===== src/design/rv32_decode_params.svh =====
`ifndef RV32_DECODE_PARAMS_SVH
`define RV32_DECODE_PARAMS_SVH

// Datapath and index widths
`define DATA_WIDTH     32
`define REG_IDX_WIDTH  5
`define CB_IDX_WIDTH   4

// Encodings the decoder matches on
`define HALT_WORD      32'hFFFF_FFFF
`define FUNCT7_MULDIV  7'b0000001
`define FUNCT3_FENCE_I 3'b001

// Byte distance to the next sequential instruction
`define INSTR_BYTES    32'd4

`endif


===== src/design/rv32_isa_pkg.sv =====
`include "rv32_decode_params.svh"

package rv32_isa_pkg;

  typedef logic [`DATA_WIDTH-1:0] word_t;
  typedef logic [`REG_IDX_WIDTH-1:0] reg_idx_t;

  // Major opcodes handled by this decode stage
  typedef enum logic [6:0] {
    LUI     = 7'b0110111,
    AUIPC   = 7'b0010111,
    JAL     = 7'b1101111,
    JALR    = 7'b1100111,
    IMMED   = 7'b0010011,
    REGREG  = 7'b0110011,
    LOAD    = 7'b0000011,
    STORE   = 7'b0100011,
    MISCMEM = 7'b0001111
  } opcode_e;

  typedef logic [2:0] funct3_t;

  // Width and signedness of a memory access, straight from funct3
  typedef logic [2:0] load_type_t;

endpackage


===== src/design/decode_ctrl_pkg.sv =====
`include "rv32_decode_params.svh"

package decode_ctrl_pkg;

  typedef enum logic [1:0] {
    ARITH     = 2'd0,
    MULT      = 2'd1,
    LOADSTORE = 2'd2
  } fu_type_e;

  // Operand A source
  typedef enum logic [1:0] {
    A_RS1,
    A_PC,
    A_ZERO
  } src_a_sel_e;

  // Operand B source
  typedef enum logic [1:0] {
    B_RS2,
    B_IMM_I,
    B_IMM_S,
    B_IMM_U
  } src_b_sel_e;

  // Write-back data produced in decode
  typedef enum logic [1:0] {
    W_ALU,
    W_PC4,
    W_IMM_U
  } w_src_e;

  // {instr[30], funct3}
  typedef logic [3:0] alu_op_t;

  typedef logic [`CB_IDX_WIDTH-1:0] cb_index_t;

endpackage


===== src/design/decode_ctrl_if.sv =====
`timescale 1ns/1ps
`include "rv32_decode_params.svh"

interface decode_ctrl_if;
  rv32_isa_pkg::reg_idx_t      rs1, rs2, rd;
  decode_ctrl_pkg::fu_type_e   fu_type;
  logic                        arith_ena, mult_ena, ls_ena;
  decode_ctrl_pkg::alu_op_t    alu_op;
  decode_ctrl_pkg::w_src_e     w_src;
  logic                        wen;
  logic                        mult_high, mult_signed;
  logic                        dren, dwen;
  rv32_isa_pkg::load_type_t    load_type;
  logic                        jump, j_sel;
  logic [11:0]                 imm_i, imm_s;
  rv32_isa_pkg::word_t         imm_u;
  logic [20:0]                 imm_j;
  decode_ctrl_pkg::src_a_sel_e src_a_sel;
  decode_ctrl_pkg::src_b_sel_e src_b_sel;
  logic                        ifence, halt;

  modport decoder (
    output rs1, rs2, rd, fu_type, arith_ena, mult_ena, ls_ena, alu_op, w_src, wen,
    output mult_high, mult_signed, dren, dwen, load_type, jump, j_sel,
    output imm_i, imm_s, imm_u, imm_j, src_a_sel, src_b_sel, ifence, halt
  );

  modport operands (
    input src_a_sel, src_b_sel, w_src, j_sel, imm_i, imm_s, imm_u, imm_j
  );

  modport fence (
    input ifence
  );

  modport latch (
    input rd, fu_type, arith_ena, mult_ena, ls_ena, alu_op, wen, mult_high, mult_signed,
    input dren, dwen, load_type, jump, halt
  );

endinterface


===== src/design/instr_decoder.sv =====
`timescale 1ns/1ps
`include "rv32_decode_params.svh"

module instr_decoder (
  input rv32_isa_pkg::word_t instr,
  decode_ctrl_if.decoder     ctrl
);

  rv32_isa_pkg::opcode_e opcode;
  rv32_isa_pkg::funct3_t funct3;
  logic [6:0]            funct7;

  assign opcode = rv32_isa_pkg::opcode_e'(instr[6:0]);
  assign funct3 = instr[14:12];
  assign funct7 = instr[31:25];

  // Fixed-position fields
  assign ctrl.rs1 = instr[19:15];
  assign ctrl.rs2 = instr[24:20];
  assign ctrl.rd  = instr[11:7];

  assign ctrl.imm_i = instr[31:20];
  assign ctrl.imm_s = {instr[31:25], instr[11:7]};
  assign ctrl.imm_u = {instr[31:12], 12'b0};
  assign ctrl.imm_j = {instr[31], instr[19:12], instr[20], instr[30:21], 1'b0};

  assign ctrl.load_type = funct3;

  // MULH, MULHSU and MULHU return the upper half
  assign ctrl.mult_high   = |funct3[1:0];
  // Only MULHU treats rs1 as unsigned
  assign ctrl.mult_signed = ~(funct3[1] & funct3[0]);

  always_comb begin
    ctrl.fu_type   = decode_ctrl_pkg::ARITH;
    ctrl.arith_ena = 1'b0;
    ctrl.mult_ena  = 1'b0;
    ctrl.ls_ena    = 1'b0;
    ctrl.alu_op    = '0;
    ctrl.w_src     = decode_ctrl_pkg::W_ALU;
    ctrl.wen       = 1'b0;
    ctrl.dren      = 1'b0;
    ctrl.dwen      = 1'b0;
    ctrl.jump      = 1'b0;
    ctrl.j_sel     = 1'b0;
    ctrl.src_a_sel = decode_ctrl_pkg::A_RS1;
    ctrl.src_b_sel = decode_ctrl_pkg::B_RS2;
    ctrl.ifence    = 1'b0;
    ctrl.halt      = 1'b0;

    if (instr == `HALT_WORD) begin
      ctrl.halt = 1'b1;
    end else begin
      case (opcode)
        rv32_isa_pkg::LUI: begin
          ctrl.arith_ena = 1'b1;
          ctrl.wen       = 1'b1;
          ctrl.w_src     = decode_ctrl_pkg::W_IMM_U;
          ctrl.src_a_sel = decode_ctrl_pkg::A_ZERO;
          ctrl.src_b_sel = decode_ctrl_pkg::B_IMM_U;
        end
        rv32_isa_pkg::AUIPC: begin
          ctrl.arith_ena = 1'b1;
          ctrl.wen       = 1'b1;
          ctrl.src_a_sel = decode_ctrl_pkg::A_PC;
          ctrl.src_b_sel = decode_ctrl_pkg::B_IMM_U;
        end
        rv32_isa_pkg::JAL, rv32_isa_pkg::JALR: begin
          ctrl.arith_ena = 1'b1;
          ctrl.wen       = 1'b1;
          ctrl.w_src     = decode_ctrl_pkg::W_PC4;
          ctrl.jump      = 1'b1;
          ctrl.j_sel     = (opcode == rv32_isa_pkg::JAL);
        end
        rv32_isa_pkg::IMMED: begin
          ctrl.arith_ena = 1'b1;
          ctrl.wen       = 1'b1;
          ctrl.src_b_sel = decode_ctrl_pkg::B_IMM_I;
          // Bit 30 only matters for SRAI, it is immediate data elsewhere
          ctrl.alu_op    = {(funct3 == 3'b101) & instr[30], funct3};
        end
        rv32_isa_pkg::REGREG: begin
          if (funct7 == `FUNCT7_MULDIV) begin
            // Divide forms decode to no unit
            if (!funct3[2]) begin
              ctrl.fu_type  = decode_ctrl_pkg::MULT;
              ctrl.mult_ena = 1'b1;
              ctrl.wen      = 1'b1;
            end
          end else begin
            ctrl.arith_ena = 1'b1;
            ctrl.wen       = 1'b1;
            ctrl.alu_op    = {instr[30], funct3};
          end
        end
        rv32_isa_pkg::LOAD: begin
          ctrl.fu_type   = decode_ctrl_pkg::LOADSTORE;
          ctrl.ls_ena    = 1'b1;
          ctrl.wen       = 1'b1;
          ctrl.dren      = 1'b1;
          ctrl.src_b_sel = decode_ctrl_pkg::B_IMM_I;
        end
        rv32_isa_pkg::STORE: begin
          ctrl.fu_type   = decode_ctrl_pkg::LOADSTORE;
          ctrl.ls_ena    = 1'b1;
          ctrl.dwen      = 1'b1;
          ctrl.src_b_sel = decode_ctrl_pkg::B_IMM_S;
        end
        rv32_isa_pkg::MISCMEM: begin
          ctrl.ifence = (funct3 == `FUNCT3_FENCE_I);
        end
        default: begin
        end
      endcase
    end
  end

endmodule


===== src/design/operand_select.sv =====
`timescale 1ns/1ps
`include "rv32_decode_params.svh"

module operand_select (
  decode_ctrl_if.operands     ctrl,
  input  rv32_isa_pkg::word_t pc,
  input  rv32_isa_pkg::word_t rs1_data,
  input  rv32_isa_pkg::word_t rs2_data,
  output rv32_isa_pkg::word_t port_a,
  output rv32_isa_pkg::word_t port_b,
  output rv32_isa_pkg::word_t wdata,
  output rv32_isa_pkg::word_t j_base,
  output rv32_isa_pkg::word_t j_offset
);

  rv32_isa_pkg::word_t imm_i_ext, imm_s_ext, imm_j_ext;
  rv32_isa_pkg::word_t pc4;

  assign imm_i_ext = {{(`DATA_WIDTH-12){ctrl.imm_i[11]}}, ctrl.imm_i};
  assign imm_s_ext = {{(`DATA_WIDTH-12){ctrl.imm_s[11]}}, ctrl.imm_s};
  assign imm_j_ext = {{(`DATA_WIDTH-21){ctrl.imm_j[20]}}, ctrl.imm_j};

  assign pc4 = pc + `INSTR_BYTES;

  always_comb begin
    case (ctrl.src_a_sel)
      decode_ctrl_pkg::A_PC:   port_a = pc;
      decode_ctrl_pkg::A_ZERO: port_a = '0;
      default:                 port_a = rs1_data;
    endcase
  end

  always_comb begin
    case (ctrl.src_b_sel)
      decode_ctrl_pkg::B_IMM_I: port_b = imm_i_ext;
      decode_ctrl_pkg::B_IMM_S: port_b = imm_s_ext;
      decode_ctrl_pkg::B_IMM_U: port_b = ctrl.imm_u;
      default:                  port_b = rs2_data;
    endcase
  end

  // Link value for jumps, upper immediate for LUI
  always_comb begin
    case (ctrl.w_src)
      decode_ctrl_pkg::W_PC4:   wdata = pc4;
      decode_ctrl_pkg::W_IMM_U: wdata = ctrl.imm_u;
      default:                  wdata = '0;
    endcase
  end

  // JAL is pc relative, JALR adds imm_i to rs1
  assign j_base   = ctrl.j_sel ? pc : port_a;
  assign j_offset = ctrl.j_sel ? imm_j_ext : imm_i_ext;

endmodule


===== src/design/fence_tracker.sv =====
`timescale 1ns/1ps
`include "rv32_decode_params.svh"

module fence_tracker (
  input  logic          CLK,
  input  logic          nRST,
  decode_ctrl_if.fence  ctrl,
  input  logic          pc_en,
  input  logic          iflush_done,
  input  logic          dflush_done,
  output logic          icache_flush,
  output logic          dcache_flush,
  output logic          iflushed,
  output logic          dflushed
);

  logic       fence_reg;
  logic       flush_pulse;
  logic [1:0] done;
  logic [1:0] flushed;

  // Rising edge of ifence, back-to-back FENCE.I give one pulse
  always_ff @(posedge CLK, negedge nRST) begin
    if (!nRST) begin
      fence_reg <= 1'b0;
    end else if (pc_en) begin
      fence_reg <= ctrl.ifence;
    end
  end

  assign flush_pulse  = ctrl.ifence & ~fence_reg;
  assign icache_flush = flush_pulse;
  assign dcache_flush = flush_pulse;

  // Bit 0 tracks the I-cache, bit 1 the D-cache
  assign done = {dflush_done, iflush_done};

  always_ff @(posedge CLK, negedge nRST) begin
    if (!nRST) begin
      flushed <= 2'b11;
    end else if (flush_pulse) begin
      flushed <= 2'b00;
    end else begin
      flushed <= flushed | (done & {2{pc_en}});
    end
  end

  assign iflushed = flushed[0];
  assign dflushed = flushed[1];

endmodule


===== src/design/issue_latch.sv =====
`timescale 1ns/1ps
`include "rv32_decode_params.svh"

module issue_latch (
  input  logic                        CLK,
  input  logic                        nRST,
  decode_ctrl_if.latch                ctrl,
  input  logic                        flush,
  input  logic                        stall_fetch_decode,
  input  logic                        stall_ex,
  input  logic                        stall_arith,
  input  logic                        stall_mult,
  input  logic                        stall_ls,
  input  decode_ctrl_pkg::cb_index_t  cb_tail,
  input  rv32_isa_pkg::word_t         pc,
  input  rv32_isa_pkg::word_t         port_a, port_b, wdata, j_base, j_offset,
  input  rv32_isa_pkg::word_t         rs2_data,
  // Arithmetic unit
  output logic                        arith_ena,
  output decode_ctrl_pkg::alu_op_t    alu_op,
  output logic                        arith_wen,
  output rv32_isa_pkg::reg_idx_t      arith_rd,
  output decode_ctrl_pkg::cb_index_t  arith_index,
  output rv32_isa_pkg::word_t         ex_wdata,
  output logic                        jump_instr,
  output rv32_isa_pkg::word_t         ex_j_base, ex_j_offset,
  // Multiply unit
  output logic                        mult_ena, mult_high, mult_signed,
  output rv32_isa_pkg::reg_idx_t      mult_rd,
  output decode_ctrl_pkg::cb_index_t  mult_index,
  // Load/store unit
  output logic                        ls_ena, ls_dren, ls_dwen,
  output rv32_isa_pkg::load_type_t    ls_load_type,
  output rv32_isa_pkg::reg_idx_t      ls_rd,
  output decode_ctrl_pkg::cb_index_t  ls_index,
  output rv32_isa_pkg::word_t         store_data,
  // Shared
  output rv32_isa_pkg::word_t         ex_port_a, ex_port_b, ex_pc,
  output decode_ctrl_pkg::fu_type_e   ex_fu_type,
  output logic                        halt_instr,
  output logic                        busy_decode
);

  logic issue_flush;
  logic any_unit_stall;

  // Decode held while execute moves on, so a bubble goes down
  assign issue_flush    = flush | (stall_fetch_decode & ~stall_ex);
  assign any_unit_stall = stall_arith | stall_mult | stall_ls;
  assign busy_decode    = ctrl.halt & any_unit_stall;

  // Arithmetic unit fields, held under back-pressure
  always_ff @(posedge CLK, negedge nRST) begin
    if (!nRST) begin
      arith_ena   <= 1'b0;
      alu_op      <= '0;
      arith_wen   <= 1'b0;
      arith_rd    <= '0;
      arith_index <= '0;
      ex_wdata    <= '0;
      jump_instr  <= 1'b0;
      ex_j_base   <= '0;
      ex_j_offset <= '0;
    end else if (issue_flush || !ctrl.arith_ena) begin
      arith_ena   <= 1'b0;
      alu_op      <= '0;
      arith_wen   <= 1'b0;
      arith_rd    <= '0;
      arith_index <= '0;
      ex_wdata    <= '0;
      jump_instr  <= 1'b0;
      ex_j_base   <= '0;
      ex_j_offset <= '0;
    end else if (!stall_arith) begin
      arith_ena   <= 1'b1;
      alu_op      <= ctrl.alu_op;
      arith_wen   <= ctrl.wen;
      arith_rd    <= ctrl.rd;
      arith_index <= cb_tail;
      ex_wdata    <= wdata;
      jump_instr  <= ctrl.jump;
      ex_j_base   <= j_base;
      ex_j_offset <= j_offset;
    end
  end

  // Multiply unit fields
  always_ff @(posedge CLK, negedge nRST) begin
    if (!nRST) begin
      mult_ena    <= 1'b0;
      mult_high   <= 1'b0;
      mult_signed <= 1'b0;
      mult_rd     <= '0;
      mult_index  <= '0;
    end else if (issue_flush || !ctrl.mult_ena) begin
      mult_ena    <= 1'b0;
      mult_high   <= 1'b0;
      mult_signed <= 1'b0;
      mult_rd     <= '0;
      mult_index  <= '0;
    end else if (!stall_mult) begin
      mult_ena    <= 1'b1;
      mult_high   <= ctrl.mult_high;
      mult_signed <= ctrl.mult_signed;
      mult_rd     <= ctrl.rd;
      mult_index  <= cb_tail;
    end
  end

  // Load/store unit fields
  always_ff @(posedge CLK, negedge nRST) begin
    if (!nRST) begin
      ls_ena       <= 1'b0;
      ls_dren      <= 1'b0;
      ls_dwen      <= 1'b0;
      ls_load_type <= '0;
      ls_rd        <= '0;
      ls_index     <= '0;
      store_data   <= '0;
    end else if (issue_flush || !ctrl.ls_ena) begin
      ls_ena       <= 1'b0;
      ls_dren      <= 1'b0;
      ls_dwen      <= 1'b0;
      ls_load_type <= '0;
      ls_rd        <= '0;
      ls_index     <= '0;
      store_data   <= '0;
    end else if (!stall_ls) begin
      ls_ena       <= 1'b1;
      ls_dren      <= ctrl.dren;
      ls_dwen      <= ctrl.dwen;
      ls_load_type <= ctrl.load_type;
      ls_rd        <= ctrl.rd;
      ls_index     <= cb_tail;
      store_data   <= rs2_data;
    end
  end

  // Operands and pc follow the execute stall
  always_ff @(posedge CLK, negedge nRST) begin
    if (!nRST) begin
      ex_port_a  <= '0;
      ex_port_b  <= '0;
      ex_pc      <= '0;
      ex_fu_type <= decode_ctrl_pkg::ARITH;
    end else if (issue_flush) begin
      ex_port_a  <= '0;
      ex_port_b  <= '0;
      ex_pc      <= '0;
      ex_fu_type <= decode_ctrl_pkg::ARITH;
    end else if (!stall_ex) begin
      ex_port_a  <= port_a;
      ex_port_b  <= port_b;
      ex_pc      <= pc;
      ex_fu_type <= ctrl.fu_type;
    end
  end

  // Halt only goes down once no unit is stalled
  always_ff @(posedge CLK, negedge nRST) begin
    if (!nRST) begin
      halt_instr <= 1'b0;
    end else if (issue_flush || any_unit_stall) begin
      halt_instr <= 1'b0;
    end else begin
      halt_instr <= ctrl.halt;
    end
  end

endmodule


===== src/design/ooo_decode_stage.sv =====
`timescale 1ns/1ps
`include "rv32_decode_params.svh"

module ooo_decode_stage (
  input  logic                        CLK,
  input  logic                        nRST,
  input  rv32_isa_pkg::word_t         instr,
  input  rv32_isa_pkg::word_t         pc,
  input  rv32_isa_pkg::word_t         rs1_data,
  input  rv32_isa_pkg::word_t         rs2_data,
  input  logic                        pc_en,
  input  logic                        iflush_done,
  input  logic                        dflush_done,
  input  logic                        flush,
  input  logic                        stall_fetch_decode,
  input  logic                        stall_ex,
  input  logic                        stall_arith,
  input  logic                        stall_mult,
  input  logic                        stall_ls,
  input  decode_ctrl_pkg::cb_index_t  cb_tail,
  // Register file
  output rv32_isa_pkg::reg_idx_t      rf_rs1, rf_rs2, rf_rd,
  output logic                        rf_rden,
  // Cache flush
  output logic                        icache_flush, dcache_flush,
  output logic                        iflushed, dflushed,
  // Arithmetic unit
  output logic                        arith_ena,
  output decode_ctrl_pkg::alu_op_t    alu_op,
  output logic                        arith_wen,
  output rv32_isa_pkg::reg_idx_t      arith_rd,
  output decode_ctrl_pkg::cb_index_t  arith_index,
  output rv32_isa_pkg::word_t         ex_wdata,
  output logic                        jump_instr,
  output rv32_isa_pkg::word_t         ex_j_base, ex_j_offset,
  // Multiply unit
  output logic                        mult_ena, mult_high, mult_signed,
  output rv32_isa_pkg::reg_idx_t      mult_rd,
  output decode_ctrl_pkg::cb_index_t  mult_index,
  // Load/store unit
  output logic                        ls_ena, ls_dren, ls_dwen,
  output rv32_isa_pkg::load_type_t    ls_load_type,
  output rv32_isa_pkg::reg_idx_t      ls_rd,
  output decode_ctrl_pkg::cb_index_t  ls_index,
  output rv32_isa_pkg::word_t         store_data,
  // Shared
  output rv32_isa_pkg::word_t         ex_port_a, ex_port_b, ex_pc,
  output decode_ctrl_pkg::fu_type_e   ex_fu_type,
  output logic                        halt_instr,
  output logic                        busy_decode
);

  decode_ctrl_if ctrl ();

  rv32_isa_pkg::word_t port_a, port_b, wdata, j_base, j_offset;

  // Register file reads happen in the decode cycle
  assign rf_rs1  = ctrl.rs1;
  assign rf_rs2  = ctrl.rs2;
  assign rf_rd   = ctrl.rd;
  assign rf_rden = ctrl.wen;

  instr_decoder u_decoder (
    .instr (instr),
    .ctrl  (ctrl.decoder)
  );

  operand_select u_operands (
    .ctrl (ctrl.operands),
    .*
  );

  fence_tracker u_fence (
    .ctrl (ctrl.fence),
    .*
  );

  issue_latch u_issue (
    .ctrl (ctrl.latch),
    .*
  );

endmodule


===== config.mk =====
export PLATFORM = sky130hd
export DESIGN_NAME = ooo_decode_stage
export DESIGN_NICKNAME = d
export VERILOG_FILES = /design/src/design/rv32_isa_pkg.sv /design/src/design/decode_ctrl_pkg.sv /design/src/design/decode_ctrl_if.sv /design/src/design/instr_decoder.sv /design/src/design/operand_select.sv /design/src/design/fence_tracker.sv /design/src/design/issue_latch.sv /design/src/design/ooo_decode_stage.sv
export VERILOG_INCLUDE_DIRS = /design/src /design/src/design
export SDC_FILE = /design/constraint.sdc
export NUM_CORES = 1
export LEC_CHECK = 0
export BUFFER_PORTS_ARGS = -buffer_cell sky130_fd_sc_hd__buf_4
export CORE_UTILIZATION = 30
export DETAILED_ROUTE_END_ITERATION = 10
export HOLD_SLACK_MARGIN = 0.15
export PLACE_DENSITY = 0.51
export SLEW_MARGIN = 40
export SYNTH_ARGS = -nofsm -noshare
export SYNTH_HDL_FRONTEND = slang
export SYNTH_SLANG_ARGS = --single-unit
export TNS_END_PERCENT = 100

===== constraint.sdc =====
create_clock -name CLK -period 5.8 [get_ports CLK]
set_input_delay 1.16 -clock CLK [delete_from_list [all_inputs] [get_ports CLK]]
set_output_delay 1.16 -clock CLK [all_outputs]
set_load 0.03 [all_outputs]

## Word-level counts from Yosys, hierarchy flattened

Index checks and enable logic that the tools add are counted.
W data, S select, Z words.

- Add/sub/neg operators: 1
- Equality and inequality tests: 24
- Muxes and demuxes: 93
- Bitwise gates (word level): 13
- Reduce and logical (&&, ||, !) cells: 14

Operators by type and width:

| cell | count |
|---|---|
| $mux W32 | 15 |
| $pmux W32 S2 | 2 |
| $pmux W32 S3 | 1 |
| $mux W1 | 41 |
| $mux W4 | 10 |
| $add A32 B3 Y32 const B | 1 |
| $eq A32 B32 Y1 const B | 1 |
| $mux W5 | 6 |
| $eq A7 B6 Y1 const B | 3 |
| $mux W20 | 1 |
| $mux W2 | 8 |
| $eq A7 B5 Y1 const B | 2 |
| $eq A7 B7 Y1 const B | 2 |
| $pmux W2 S2 | 3 |
| $reduce_or A2 Y1 | 5 |
| $eq A2 B2 Y1 const B | 4 |
| $ne A2 B1 Y1 const B | 4 |
| $pmux W4 S2 | 1 |
| $eq A7 B1 Y1 const B | 1 |
| $eq A7 B2 Y1 const B | 1 |
| $eq A7 B4 Y1 const B | 1 |
| $eq A2 B1 Y1 const B | 3 |
| $mux W3 | 2 |
| $pmux W2 S3 | 1 |
| 12 further kinds | 26 |

- Flip-flop bits (word level): 273
- Input port bits: 143
- Output and inout port bits: 291
- Logic and storage cells: 173

## Depth between registers and ports, before layout

- Depth in word-level cells: 8
- Mapped depth: 12
- Mapped depth without buffers: 9

## Modules after synthesis

From an unflattened synthesis, not the netlist that was laid out.

- Cell total of the unflattened synthesis: 1372
- Area total of the unflattened synthesis: 14560.2 sq um

By module, submodules not included:

| module | instances | cells each | area each (sq um) | sequential area each (sq um) |
|---|---|---|---|---|
| issue_latch | 1 | 796 | 10650.2 | 6756.5 |
| operand_select | 1 | 413 | 2756.4 | 0.0 |
| instr_decoder | 1 | 153 | 1027.2 | 0.0 |
| fence_tracker | 1 | 10 | 126.4 | 77.6 |

## Least setup slack after synthesis

No wires, ideal clock.

- Path kind: in2out
- Start: input instr[1]
- End: output icache_flush
- Arrival time: 2855 ps
- Required time: 4640 ps
- Path slack: 1785 ps
- Stages on the path: 6
- Path buffers: 2
- Cells stage by stage: and3_1 clkbuf_1 nand4_1 or4_1 nor2_1 buf_4

- Word-level cells in the longest chain between the ends: 4
- Elaborated cells on any way between the ends: 5
- Those cells by class: 2 x eq/ne; 2 x mux; 1 x bitwise

Ends and longest elaborated chain:

| item | RTL line | source |
|---|---|---|
| start: declaration | ooo_decode_stage.sv:7 | `input rv32_isa_pkg::word_t instr,` |
| $eq A7 B4 Y1 | instr_decoder.sv:54 | `case (opcode)` |
| $mux W1 | instr_decoder.sv:54 |  |
| $mux W1 * | instr_decoder.sv:51 | `` if (instr == `HALT_WORD) begin `` |
| $and A1 B1 Y1 * | fence_tracker.sv:31 | `assign flush_pulse = ctrl.ifence & ~fence_reg;` |
| end: declaration | ooo_decode_stage.sv:25 | `output logic icache_flush, dcache_flush,` |

Every way passes the cells marked *; elsewhere a longest branch is shown, timed or not.

## Worst setup path in the final report

Ends and elaborated chain as after synthesis.

==> impl_metrics.tcl <==
set metrics [dict create \
    status "finished clean" \
    yosysWarnings 0 \
    io_pins 434 \
    crit_type "primary input to primary output" \
    die_w_um 208 \
    rows 75 \
    grt_pass1_wl_mm 77.6 \
    cp.arrival_ns 2.80 \
    clk_pin_slew_ns 0.07 \
    final_util 0.410 \
    rsz0062_at_grt "no" \
    grt.busiest_layer "met2" \
    clockBufferDepth 3 \
    syn-num-nets 1510 \
    synth_area_per_cell_sq_um 9.38 \
    clock_latency_ns 0.57 \
    num_vias 11700 \
    place_hpwl_mm 36.0 \
    crit_path_start_kind "primary input" \
    synthArstFlopShare 1.00 \
    cts_resized 0 \
    slew_headroom 0.414 \
    pre_cts_ws_ns 1.67 \
    initial_utilization 0.304 \
    gr-usage-met3 0.0552 \
    powerDensity_nw_per_um2 257 \
    routedWlPerCell_um 23.1 \
    r2r_slack_ns 4.85 \
    ys.flop_type "dfrtp_1" \
    fillers 4245 \
    numClockSinks 262 \
    hp-class "primary input to async pin" \
    ys_types 58 \
    fmax_mhz 253 \
    worstMarginPinSlew_ns 0.879 \
    synth_edf_count 0 \
    gp_congestion 0.835 \
    area_delta_synth_final_pct 34.7 \
    required_ns 4.64 \
    seq_area_frac_synth 0.513 \
    wirelength_mm 52.1 \
    yosys-top-cells-area "dfrtp_1 51%, mux2i_1 8.8%, nor2_1 8.1%" \
    grt_pass1_vias 11400 \
    end_kind "primary output" \
    synth-seq-cells 262 \
    tns_ns 0 \
    max_cap_violations 0 \
    timing.final.ws_setup_ns 1.84 \
    dr.pass1.iters 5 \
    cts_max_level 1 \
    final.min_clock_period_ns 3.96 \
    synth_top_area_share 0.509 \
    drive_above_1_share 0.298 \
    fin_crit_sh 0.682 \
    met1_usage 0.314 \
    grt_start_max_net_pins 126 \
    drt_iter0_drc 921 \
    vias_per_cell 5.19 \
    postSynthCellCount 1363 \
    die_area_sq_um 43500 \
    syn_area_sq_um 12800 \
    cts_setup_buffers 0 \
    cts_made_buffers 31 \
    antenna_left 0 \
    cts_tree "yes" \
    finalHoldViolCount 0 \
    grt.overflow.total 0 \
    setup_viol 0 \
    crit_fanout 10 \
    core_area_sq_um 42000 \
    grt.met2_usage 0.373 \
    fin_nets 1843 \
    grt_use_total 0.235 \
    skew_ns 0.00183 \
    place.port_buffers 433 \
    hold_buffers 0 \
    die_h_um 208 \
    antenna_found_initial 1 \
    max-vdd-ir-drop_v 0.000114 \
    yosys.area.top_type "dfrtp_1" \
    drv_slew 0 \
    drc 0 \
    power.leakage_nw 8.23 \
    root_buffer "clkbuf_16" \
]
-- layout make-up --
type	count	area, sq um	share of cell area
clock buffer	53	978	0.0568
inverter	11	42.5	0.00247
antenna	1	2.50	0.000145
clock inverter	4	20.0	0.00116
timing repair buffer	449	3420	0.199
multi-input combinational	941	5530	0.321
tap	539	674	0.0391
sequential	262	6560	0.381
-- final timing paths --
path	from	end	cells past startpoint
setup / recovery	instr[1]	icache_flush	6
hold / removal	nRST	u_issue.ex_j_offset[18]	1
setup reg to reg	u_issue.ex_wdata[14]	u_issue.ex_wdata[14]	2
hold reg to reg	u_issue.ex_fu_type[0]	u_issue.ex_fu_type[0]	2
max in group asynchronous	nRST	u_issue.ex_port_a[1]	2
min in group CLK	u_issue.ex_fu_type[0]	u_issue.ex_fu_type[0]	2
-- metal layers --
metal  wire (um)  up-vias
li1            -     5399
met1       22500     5765
met2       23900      493
met4        1640        0
met3        4010       76
met5           0        -
-- Yosys cell counts, types with 2 or more instances --
cell type	number
nor2b_1	11
nor2_1	275
nand2b_1	2
a211o_1	31
buf_4	31
and4_1	5
or4_1	6
and3_1	14
nand4_1	21
buf_1	12
a222oi_1	5
mux2_2	2
nand3b_1	3
dfstp_2	2
dfrtp_1	260
xnor2_1	12
nor3_1	27
a211oi_1	40
or2_2	2
a21oi_1	102
or3_1	4
nand3_1	35
nor4_1	3
a21o_1	2
a31oi_1	6
clkbuf_1	84
buf_2	21
and2_1	6
and3b_1	2
inv_1	10
ha_1	4
mux2i_1	112
a311oi_1	19
a22oi_1	31
nand2_1	121
o21ai_0	16
o211ai_1	3
-- where the power goes --
group	switching, mW	internal, mW	leakage, nW
clock	0.797	1.13	0.496
sequential	0.0250	1.87	3.60
combinational	0.392	0.213	4.13
-- per-stage QoR --
stage	power [mW]	hold slack, ns	area [sq um]	instances
global route	4.59	0.433	17200	2260
finish	4.43	0.441	17200	2260
detailed placement	2.53	0.476	16200	2201
floorplan	2.22	0.494	12800	1363
CTS	4.48	0.487	17200	2258
global placement	2.53	0.465	16200	2200
-- worst max-delay path, stage by stage --
cell and delay (ns):
buf_4 0.08, and3_1 0.40, nand4_1 0.12, or4_1 0.50, nor2_1 0.30, buf_4 0.23
-- layout by cell type (no fill, tap or decap), types with 3 or more instances in the layout --
cell       count
a211o_1       31
a211oi_1      40
a21oi_1      101
a222oi_1       5
a22oi_1       31
a311oi_1      19
a31oi_1        6
and2_1         6
and3_1        14
and4_1         5
buf_4        441
buf_6          4
clkbuf_1      10
clkbuf_16     31
clkbuf_8      12
clkinv_2       5
dfrtp_1      260
ha_1           3
inv_1         10
mux2i_1      112
nand2_1      121
nand3_1       34
nand3b_1       3
nand4_1       21
nor2_1       275
nor2b_1       11
nor3_1        26
nor4_1         3
o211ai_1       3
o21ai_0       16
or3_1          3
or4_1          6
xnor2_1       12
-- logic make-up after synthesis --
group	Yosys count	synth area share
compound gates	268	0.141
xor+xnor	13	0.00890
fa+ha+maj	4	0.00391
buf+inv	160	0.0582
flops	262	0.513
mux	114	0.0894
simple gates	542	0.186
(Power assumes the default switching activity.)
